File: config.mk
export PLATFORM = sky130hd
export DESIGN_NAME = mem_stage
export DESIGN_NICKNAME = d
export VERILOG_FILES = /design/src/hdl/mem_stage_pkg.sv /design/src/hdl/lane_if.sv /design/src/hdl/store_lane_packer.sv /design/src/hdl/load_lane_aligner.sv /design/src/hdl/mem_stage_ctrl.sv /design/src/hdl/mem_stage.sv
export VERILOG_INCLUDE_DIRS = /design/src /design/src/hdl
export SDC_FILE = /design/constraint.sdc
export NUM_CORES = 1
export LEC_CHECK = 0
export BUFFER_PORTS_ARGS = -buffer_cell sky130_fd_sc_hd__clkbuf_2
export CORE_AREA = 2 2 266 268
export CTS_BUF_LIST = sky130_fd_sc_hd__clkbuf_8
export DETAILED_ROUTE_END_ITERATION = 6
export DIE_AREA = 0 0 268 270
export MAX_ROUTING_LAYER = met4
export PLACE_DENSITY = 0.41
export SYNTH_ARGS = -nofsm -noshare
export SYNTH_HDL_FRONTEND = slang
export SYNTH_SLANG_ARGS = --single-unit
File: constraint.sdc
create_clock -name clk -period 3.3 [get_ports clk]
set_input_delay 0 -clock clk [delete_from_list [all_inputs] [get_ports clk]]
set_output_delay 0 -clock clk [all_outputs]
set_load 0.02 [all_outputs]
File: src/hdl/mem_stage_params.svh
`ifndef MEM_STAGE_PARAMS_SVH
`define MEM_STAGE_PARAMS_SVH

// data path and address width
`define MS_XLEN 64

// destination register number width
`define MS_REGNO_W 5

// bytes in one memory word
`define MS_BYTES 8

`endif

File: src/hdl/mem_stage_pkg.sv
`include "mem_stage_params.svh"

package mem_stage_pkg;

  typedef logic [`MS_XLEN-1:0] word_t;
  typedef logic [`MS_REGNO_W-1:0] regno_t;
  typedef logic [`MS_BYTES-1:0] byte_en_t;
  typedef logic [$clog2(`MS_BYTES)-1:0] offset_t;

  typedef enum logic [3:0] {
    op_none = 4'd0,
    op_lb   = 4'd1,
    op_lbu  = 4'd2,
    op_lh   = 4'd3,
    op_lhu  = 4'd4,
    op_lw   = 4'd5,
    op_lwu  = 4'd6,
    op_ld   = 4'd7,
    op_sb   = 4'd8,
    op_sh   = 4'd9,
    op_sw   = 4'd10,
    op_sd   = 4'd11
  } mem_op_t;

  // round the byte offset down to the access size
  function automatic offset_t align_offset(mem_op_t op, offset_t offset);
    case (op)
      op_lh, op_lhu, op_sh: return {offset[2:1], 1'b0};
      op_lw, op_lwu, op_sw: return {offset[2], 2'b00};
      op_ld, op_sd: return '0;
      default: return offset; // byte ops and non-memory
    endcase
  endfunction

endpackage

File: src/hdl/lane_if.sv
`timescale 1ns/10ps

interface lane_if
  import mem_stage_pkg::*;
();

  mem_op_t op;
  offset_t offset; // low address bits
  word_t   store_value;
  word_t   rdata; // memory read data, fed from the top level

  modport ctrl (
    output op, offset, store_value, rdata
  );

  modport store (
    input op, offset, store_value
  );

  modport load (
    input op, offset, rdata
  );

endinterface

File: src/hdl/store_lane_packer.sv
`timescale 1ns/10ps

`include "mem_stage_params.svh"

module store_lane_packer
  import mem_stage_pkg::*;
(
  lane_if.store lane,
  output byte_en_t byte_en,
  output word_t wdata
);

  byte_en_t size_mask; // enables at lane 0
  offset_t aligned;
  word_t keep; // byte mask spread to bits

  assign aligned = align_offset(lane.op, lane.offset);

  always_comb begin
    unique case (lane.op)
      op_sb: size_mask = byte_en_t'(8'h01);
      op_sh: size_mask = byte_en_t'(8'h03);
      op_sw: size_mask = byte_en_t'(8'h0f);
      op_sd: size_mask = byte_en_t'(8'hff);
      default: size_mask = '0; // loads and non-memory ops
    endcase
  end

  always_comb begin
    for (int i = 0; i < `MS_BYTES; i++) begin
      keep[8*i +: 8] = {8{size_mask[i]}};
    end
  end

  // move the low bytes of the value up to the selected lane
  assign byte_en = size_mask << aligned;
  assign wdata   = (lane.store_value & keep) << {aligned, 3'b000};

endmodule

File: src/hdl/load_lane_aligner.sv
`timescale 1ns/10ps

module load_lane_aligner
  import mem_stage_pkg::*;
(
  lane_if.load lane,
  output word_t load_value
);

  offset_t aligned;
  word_t shifted; // selected lane moved to bit 0

  assign aligned = align_offset(lane.op, lane.offset);
  assign shifted = lane.rdata >> {aligned, 3'b000};

  always_comb begin
    unique case (lane.op)
      op_lb: begin
        load_value = word_t'($signed(shifted[7:0]));
      end
      op_lbu: begin
        load_value = word_t'(shifted[7:0]);
      end
      op_lh: begin
        load_value = word_t'($signed(shifted[15:0]));
      end
      op_lhu: begin
        load_value = word_t'(shifted[15:0]);
      end
      op_lw: begin
        load_value = word_t'($signed(shifted[31:0]));
      end
      op_lwu: begin
        load_value = word_t'(shifted[31:0]);
      end
      op_ld: begin
        load_value = shifted; // offset already forced to 0
      end
      default: begin
        load_value = '0; // stores and non-memory ops
      end
    endcase
  end

endmodule

File: src/hdl/mem_stage_ctrl.sv
`timescale 1ns/10ps

`include "mem_stage_params.svh"

module mem_stage_ctrl
  import mem_stage_pkg::*;
(
  input  logic     clk,
  input  logic     rst_n,
  input  logic     in_enable,
  input  logic     flush,
  input  mem_op_t  op,
  input  word_t    alu_result,
  input  word_t    rs2_value,
  input  word_t    pc_target,
  input  regno_t   rd_regno,
  input  logic     update_rd,
  input  logic     mm_load,
  input  logic     branch_taken,
  input  logic     mem_done,
  input  byte_en_t byte_en,
  input  word_t    wdata,
  input  word_t    load_value,
  lane_if.ctrl     lane,
  output logic     ready,
  output logic     mem_en,
  output logic     mem_write,
  output word_t    mem_addr,
  output word_t    mem_wdata,
  output byte_en_t mem_byte_en,
  output word_t    out_mdata,
  output word_t    out_alu_result,
  output word_t    out_rs2_value,
  output word_t    out_pc_target,
  output regno_t   out_rd_regno,
  output mem_op_t  out_op,
  output logic     out_update_rd,
  output logic     out_mm_load,
  output logic     out_branch_taken
);

  logic is_load;
  logic is_store;
  logic is_mem;
  logic accept;

  always_comb begin
    is_load  = 1'b0;
    is_store = 1'b0;
    case (op)
      op_lb, op_lbu, op_lh, op_lhu, op_lw, op_lwu, op_ld: is_load = 1'b1;
      op_sb, op_sh, op_sw, op_sd: is_store = 1'b1;
      default: ;
    endcase
  end

  assign is_mem = is_load | is_store;

  // held by upstream until ready, so the request stays put
  assign mem_en      = is_mem & in_enable & ~flush;
  assign mem_write   = mem_en & is_store;
  assign mem_addr    = {alu_result[`MS_XLEN-1:3], 3'b000}; // double-word aligned
  assign mem_wdata   = wdata;
  assign mem_byte_en = byte_en;

  // memory ops wait for the done pulse
  assign ready  = ~is_mem | flush | mem_done;
  assign accept = in_enable & ready;

  assign lane.op          = op;
  assign lane.offset      = alu_result[2:0];
  assign lane.store_value = rs2_value;

  always_ff @(posedge clk) begin
    if (!rst_n || (accept && flush)) begin
      out_mdata        <= '0;
      out_alu_result   <= '0;
      out_rs2_value    <= '0;
      out_pc_target    <= '0;
      out_rd_regno     <= '0;
      out_op           <= op_none;
      out_update_rd    <= 1'b0;
      out_mm_load      <= 1'b0;
      out_branch_taken <= 1'b0;
    end else if (accept) begin
      out_mdata        <= load_value; // zero unless a load
      out_alu_result   <= alu_result;
      out_rs2_value    <= rs2_value;
      out_pc_target    <= pc_target;
      out_rd_regno     <= rd_regno;
      out_op           <= op;
      out_update_rd    <= update_rd;
      out_mm_load      <= mm_load;
      out_branch_taken <= branch_taken;
    end
  end

endmodule

File: src/hdl/mem_stage.sv
`timescale 1ns/10ps

module mem_stage
  import mem_stage_pkg::*;
(
  input  logic     clk,
  input  logic     rst_n,
  input  logic     in_enable,
  input  logic     flush,
  input  mem_op_t  op,
  input  word_t    alu_result,
  input  word_t    rs2_value,
  input  word_t    pc_target,
  input  regno_t   rd_regno,
  input  logic     update_rd,
  input  logic     mm_load,
  input  logic     branch_taken,
  input  logic     mem_done,
  input  word_t    mem_rdata,
  output logic     ready,
  output logic     mem_en,
  output logic     mem_write,
  output word_t    mem_addr,
  output word_t    mem_wdata,
  output byte_en_t mem_byte_en,
  output word_t    out_mdata,
  output word_t    out_alu_result,
  output word_t    out_rs2_value,
  output word_t    out_pc_target,
  output regno_t   out_rd_regno,
  output mem_op_t  out_op,
  output logic     out_update_rd,
  output logic     out_mm_load,
  output logic     out_branch_taken
);

  byte_en_t byte_en;
  word_t    wdata;
  word_t    load_value;

  lane_if i_lane ();

  assign i_lane.rdata = mem_rdata; // read data straight from memory

  store_lane_packer i_packer (
    .lane    (i_lane.store),
    .byte_en (byte_en),
    .wdata   (wdata)
  );

  load_lane_aligner i_aligner (
    .lane       (i_lane.load),
    .load_value (load_value)
  );

  mem_stage_ctrl i_ctrl (
    .clk              (clk),
    .rst_n            (rst_n),
    .in_enable        (in_enable),
    .flush            (flush),
    .op               (op),
    .alu_result       (alu_result),
    .rs2_value        (rs2_value),
    .pc_target        (pc_target),
    .rd_regno         (rd_regno),
    .update_rd        (update_rd),
    .mm_load          (mm_load),
    .branch_taken     (branch_taken),
    .mem_done         (mem_done),
    .byte_en          (byte_en),
    .wdata            (wdata),
    .load_value       (load_value),
    .lane             (i_lane.ctrl),
    .ready            (ready),
    .mem_en           (mem_en),
    .mem_write        (mem_write),
    .mem_addr         (mem_addr),
    .mem_wdata        (mem_wdata),
    .mem_byte_en      (mem_byte_en),
    .out_mdata        (out_mdata),
    .out_alu_result   (out_alu_result),
    .out_rs2_value    (out_rs2_value),
    .out_pc_target    (out_pc_target),
    .out_rd_regno     (out_rd_regno),
    .out_op           (out_op),
    .out_update_rd    (out_update_rd),
    .out_mm_load      (out_mm_load),
    .out_branch_taken (out_branch_taken)
  );

endmodule

# Yosys cells after proc, flatten, opt, wreduce, memory -nomap -nowiden
# Index checks and enable logic that the tools add are counted.
[op_classes]
eq_ne = 11
shift = 3
mux = 5
bitwise = 10
reduce_logical = 8
[ops]
columns = ["op", "n"]
rows = [
  ["$pmux W64 S7", 1],
  ["$and A64 B64 Y64", 1],
  ["$shl A64 B6 Y64", 1],
  ["$shr A64 B6 Y64", 1],
  ["$pmux W8 S4", 1],
  ["$eq A4 B3 Y1 const B", 4],
  ["$eq A4 B4 Y1 const B", 4],
  ["$pmux W3 S3", 1],
  ["$eq A4 B2 Y1 const B", 2],
  ["$shl A8 B3 Y8", 1],
  ["$reduce_or A7 Y1", 1],
  ["$reduce_or A3 Y1", 2],
  ["$and A1 B1 Y1", 4],
  ["$eq A4 B1 Y1 const B", 1],
  ["$reduce_or A4 Y1", 1],
  ["$or A1 B1 Y1", 3],
  ["$mux W1", 2],
  ["$not A1 Y1", 2],
  ["$reduce_or A2 Y1", 1],
  ["$logic_and A1 B1 Y1", 1],
  ["$logic_not A1 Y1", 1],
  ["$logic_or A1 B1 Y1", 1],
]
[totals]
register_bits = 268
in_bits = 273
output_inout_bits = 407
wordCells = 46

# Logic depth before layout (Yosys ltp)
[depth]
ltp_word = 10
mapped_depth = 10
mapped_depth_nobuf = 7

# Least setup slack after synthesis
# Ideal clock, no wire load.
[synth_timing]
path_type = "input to output"
startpoint = "in op[3]"
endpoint = "out mem_wdata[0]"
arrival_ns = 2.100
required_ns = 3.300
slack_ns = 1.200
path_stages = 8
path_buffers = 4
path_cell_list = "buf_6 > nor2_1 > o311a_1 > buf_6 > clkbuf_1 > buf_2 > nor3_1 > and2_1"
[synth_between]
elab_chain_len = 4
elab_cells_between_ends = 16
cone_classes = "9 x eq/ne; 1 x shift; 2 x mux; 1 x bitwise; 3 x reduce/logical"
[synth_lines]
columns = ["item", "line", "rtl"]
rows = [
  ["start, declared", "mem_stage.sv:10", "input mem_op_t op,"],
  ["$eq A4 B4 Y1, or another cell as far along", "mem_stage_pkg.sv:27, store_lane_packer.sv:20", ""],
  ["$reduce_or A3 Y1, or another cell as far along", "mem_stage_pkg.sv:27", "case (op)"],
  ["$pmux W3 S3 or $and A64 B64 Y64 (tied branches)", "mem_stage_pkg.sv:27, store_lane_packer.sv:37", ""],
  ["$shl A64 B6 Y64 *", "store_lane_packer.sv:37", "assign wdata = (lane.store_value & keep) << {aligned, 3'b000};"],
  ["end, declared", "mem_stage.sv:24", "output word_t mem_wdata,"],
]
# Every way passes the cells marked *; elsewhere a longest branch is shown, timed or not.

# Worst setup path in the final report
[layout_timing]
startpoint = "in op[2]"
endpoint = "reg i_ctrl.out_mdata[0]"
[layout_between]
elab_chain_len = 10
elab_cells_between_ends = 28
cone_classes = "11 x eq/ne; 1 x shift; 4 x mux; 5 x bitwise; 7 x reduce/logical"
[layout_lines]
columns = ["item", "line", "rtl"]
rows = [
  ["branches (longest 10 deep; another with $shr A64 B6 Y64)", "n/a", ""],
  ["end signal, assigned", "mem_stage_ctrl.sv:86", "out_mdata <= load_value;"],
  ["end, declared", "mem_stage_ctrl.sv:31", "output word_t out_mdata,"],
]
# Several ways; the timed one is not identified.
# A chain may end at the register's enable or synchronous reset.

==> run summary <==
STA classifies the critical path endpoint as a register. Data arrives at the worst endpoint at 3.64 ns. The critical path goes through dlygate4sd3_1, clkbuf_2, xor2_2, a221o_1, buf_4, nand3_1, dlygate4sd3_1, and3_1, dlygate4sd3_1, a31oi_1, o21ai_0.

The via count of the first global-routing pass was 15300; the placed cell area was 16500 um2. The final count of pins violating max slew was 0. The share of flip-flops with an asynchronous set or reset works out to 0. The run gives 0.181 as the global-route usage over all layers. The maximum clock frequency is 316 MHz. Leaving out fill and tap cells, the most frequent cells in the layout are clkbuf_2 (674), nand2_1 (578), dlygate4sd3_1 (276). The total count of hold-check failures in the final report was 0.

For the worst setup path, the data required time is 3.77 ns. Measured along the y axis, the die boundary spans 270 um. The number of different library cells used by synthesis comes to 57.

Wires add up to 66.4 mm. The deepest level of the CTS H-tree was 2. For the sequential fraction of the synthesis area, the log shows 0.426.

The run gives 0.926 as the global placer's final weighted congestion. The finished cells cover 20400 um2. The quantity of I/O buffers inserted on ports is 676, and the die footprint is 72400 um2. Once detailed placement completed, the half-perimeter wirelength came to 48.3 mm. The setup total negative slack came out at 0 ns. Dividing the detail-routed wire length by the instance count gives 19.1 um. Setup repair after global routing left no endpoint under its margin. The per-cell via count in the routed design works out to 4.44. The clock passes through at most 3 buffers. The most used flip-flop cell after synthesis is dfxtp_1. Latest clock arrival within the worst-skew pair: 0.60 ns.

The share of post-route cells with drive strength above 1 came out at 0.337. By area the synthesized netlist is led by dfxtp_1 (43%), nand2_1 (17%), a21oi_1 (9.4%). The critical path's most frequent cell is dlygate4sd3_1. For the sink count of the clock tree, the log shows 268. Among cell families on the critical path, the largest total delay comes from buffers and inverters. The delay of the slowest cell on the worst path was 0.55 ns. The number of clock buffers added by TritonCTS is 53.

For the maximum number of pins on one net before global-route repair, the log shows 127. The detailed router placed 15400 vias in this run. Across the VDD grid, the largest voltage drop is 0.231 mV.

Yosys printed 0 warnings. TritonCTS built the clock tree. On the final layout, the worst clock skew is 0 ns. For this design the top-level I/O count stands at 680. Count of cells along the worst register-to-register path: 3. CTS placed an instance of clkbuf_8 at the clock tree root. The tools report the source of the worst register-to-register timing path as i_ctrl.out_mdata[46].

The run gives 2.35 ns as the reg2reg setup slack. The normalized max-slew margin is 0.384, and the number of instances in the synthesized netlist is 1655. The largest total area in the synthesized netlist belongs to dfxtp_1.

The cell with the largest stage delay on the worst path is dlygate4sd3_1. The top-area cell type share of the netlist area is 0.426, and the power per unit of standard cell area is 435 nW/um2. The run gives 4 as the initial antenna violation count. Along the worst path, the maximum fanout reaches 19. The class of the tightest hold or removal check was primary input to register. The number of cells on the worst hold path was 6; the count of buffering cells on the critical path with inverters included was 5. The run finished with clean final reports. Worst min-delay path endpoint: i_ctrl.out_mdata[28]. The tools report the initial core utilization as 0.181. Setup violations remaining at the end of the flow were counted as 0. The analysis attributes to cell leakage a power of 8.95 nW. From synthesis to final layout, the design area changed by 61.8%.

In the routed design, unresolved DRC markers number 0. Clock-pin slew was measured on the worst setup and hold paths at 0.05 ns. The final layout contains 2770 nets. In this run the horizontal extent of the chip is 268 um.

The number of register bits inferred by synthesis works out to 268. The remaining global-route overflow came out at 0. The pre-antenna-repair detailed-routing pass consisted of 6 iterations.

The final clock period utilization by the worst path came out at 0.960. The row count is 97. In this run, the number of DRC markers left after iteration 0 of detailed routing was 1096. The path type of the worst setup path was primary input to register. The first global-routing pass estimated 97.1 mm of wire. The number of routed nets with antenna violations was 0; the shortest period the worst path allows was 3.17 ns. The total area inside the core boundary comes to 69500 um2. The most common cell after layout, fill and taps aside was clkbuf_2.

In this run the cell area of the synthesized design comes to 12600 um2. Destination of the worst register-to-register timing path: i_ctrl.out_mdata[46]. The count of flip-flops with a built-in enable after synthesis works out to 0.

Dividing the synthesized area by the synthesized cell count gives 7.61 um2. Actual transition at the worst max-transition pin: 0.922 ns. The startpoint of the lowest-slack hold path is mem_rdata[28]. Type of origin of the critical path: a primary input. The tool flagged a number of max-cap violations equal to 0.
## tightest hold or removal path, stage by stage
cell and delay (ns):
clkbuf_2 0.09, mux2_2 0.16, a22oi_1 0.07, o22ai_1 0.16, a22oi_1 0.09, o21ai_1 0.09
## how the worst max path moves through the flow
stage | startpoint | endpoint | slack, ns | cells after the start
global route | op[2] | i_ctrl.out_mdata[0] | 0.003 | 11
finish | op[2] | i_ctrl.out_mdata[0] | 0.13 | 11
detailed placement | op[2] | i_ctrl.out_mdata[62] | 0.36 | 10
floorplan | op[3] | mem_wdata[0] | 1.20 | 8
global placement | op[2] | i_ctrl.out_mdata[62] | 0.41 | 10
CTS | op[2] | mem_byte_en[4] | 0.09 | 10
## final cells by class
cell class,count,area [um2]
antenna,5,12.5
clock buffer,71,977
clock inverter,17,85.1
fill,7637,49200
inverter,2,7.51
multi-input combinational,1183,6220
sequential,268,5370
tap,940,1180
timing repair buffer,989,6530
## flip-flops by register name, indices dropped and copies added (netlist names), 4 cells and up
register               count
i_ctrl.out_alu_result     64
i_ctrl.out_mdata          64
i_ctrl.out_op              4
i_ctrl.out_pc_target      64
i_ctrl.out_rd_regno        5
i_ctrl.out_rs2_value      64
## cell families after synthesis
group,synth area share
buffers and inverters,0.0857
AOI/OAI and AO/OA,0.237
xor gates and xnor gates,0.00129
muxes,0.0278
DFF,0.426
and+or+nand+nor,0.222
other,0.000298
## power by group
part           internal (mW)  switching [mW]
Sequential              3.37          0.0701
Combinational          0.753            1.23
Clock                   1.90            1.55
Total                   6.02            2.85
## through the flow
step                      power, mW  utilization  instances  worst slack, ns  hold slack [ns]
after detailed placement       5.19        0.238       3106            0.358            0.229
final                          8.87        0.293       3475            0.133           0.0879
after global placement         5.19        0.238       3106            0.411            0.223
after floorplan                4.47            -       1657             1.20            0.113
after CTS                      9.01        0.293       3470           0.0937          0.00467
after global routing           9.31        0.293       3472          0.00304           0.0512
## Yosys cell counts, types with 4 or more instances
library cell and instances:
o211ai_1 8, nor3_1 7, a221oi_2 33, o21ai_0 30, o22ai_1 8, a221oi_1 10, a32oi_1 17, a211oi_1 7
and2_1 17, o21ai_1 9, a31oi_1 13, a21oi_1 237, nand3_1 27, buf_4 67, mux2_2 4, dfxtp_1 268
nand2_1 580, mux2i_1 29, nor2_1 42, buf_1 13, buf_2 8, a22o_1 16, a21boi_0 8, buf_6 6
a22oi_1 34, clkbuf_1 110, and3_1 11
## metal layers
metal / routed length, um / global-route usage
met5: 0 / -
met4: 1780 / 0.0519
met3: 4450 / 0.0395
met2: 32200 / 0.300
met1: 28000 / 0.218
## timing repair
action                     4_1_cts  5_1_grt
setup endpoints to repair        0        8
resized for setup                0        5
hold endpoints to repair       259        0
hold buffers                   276        0
buffers inserted                 0        0
Note: power is estimated with default switching activity, not from simulation.
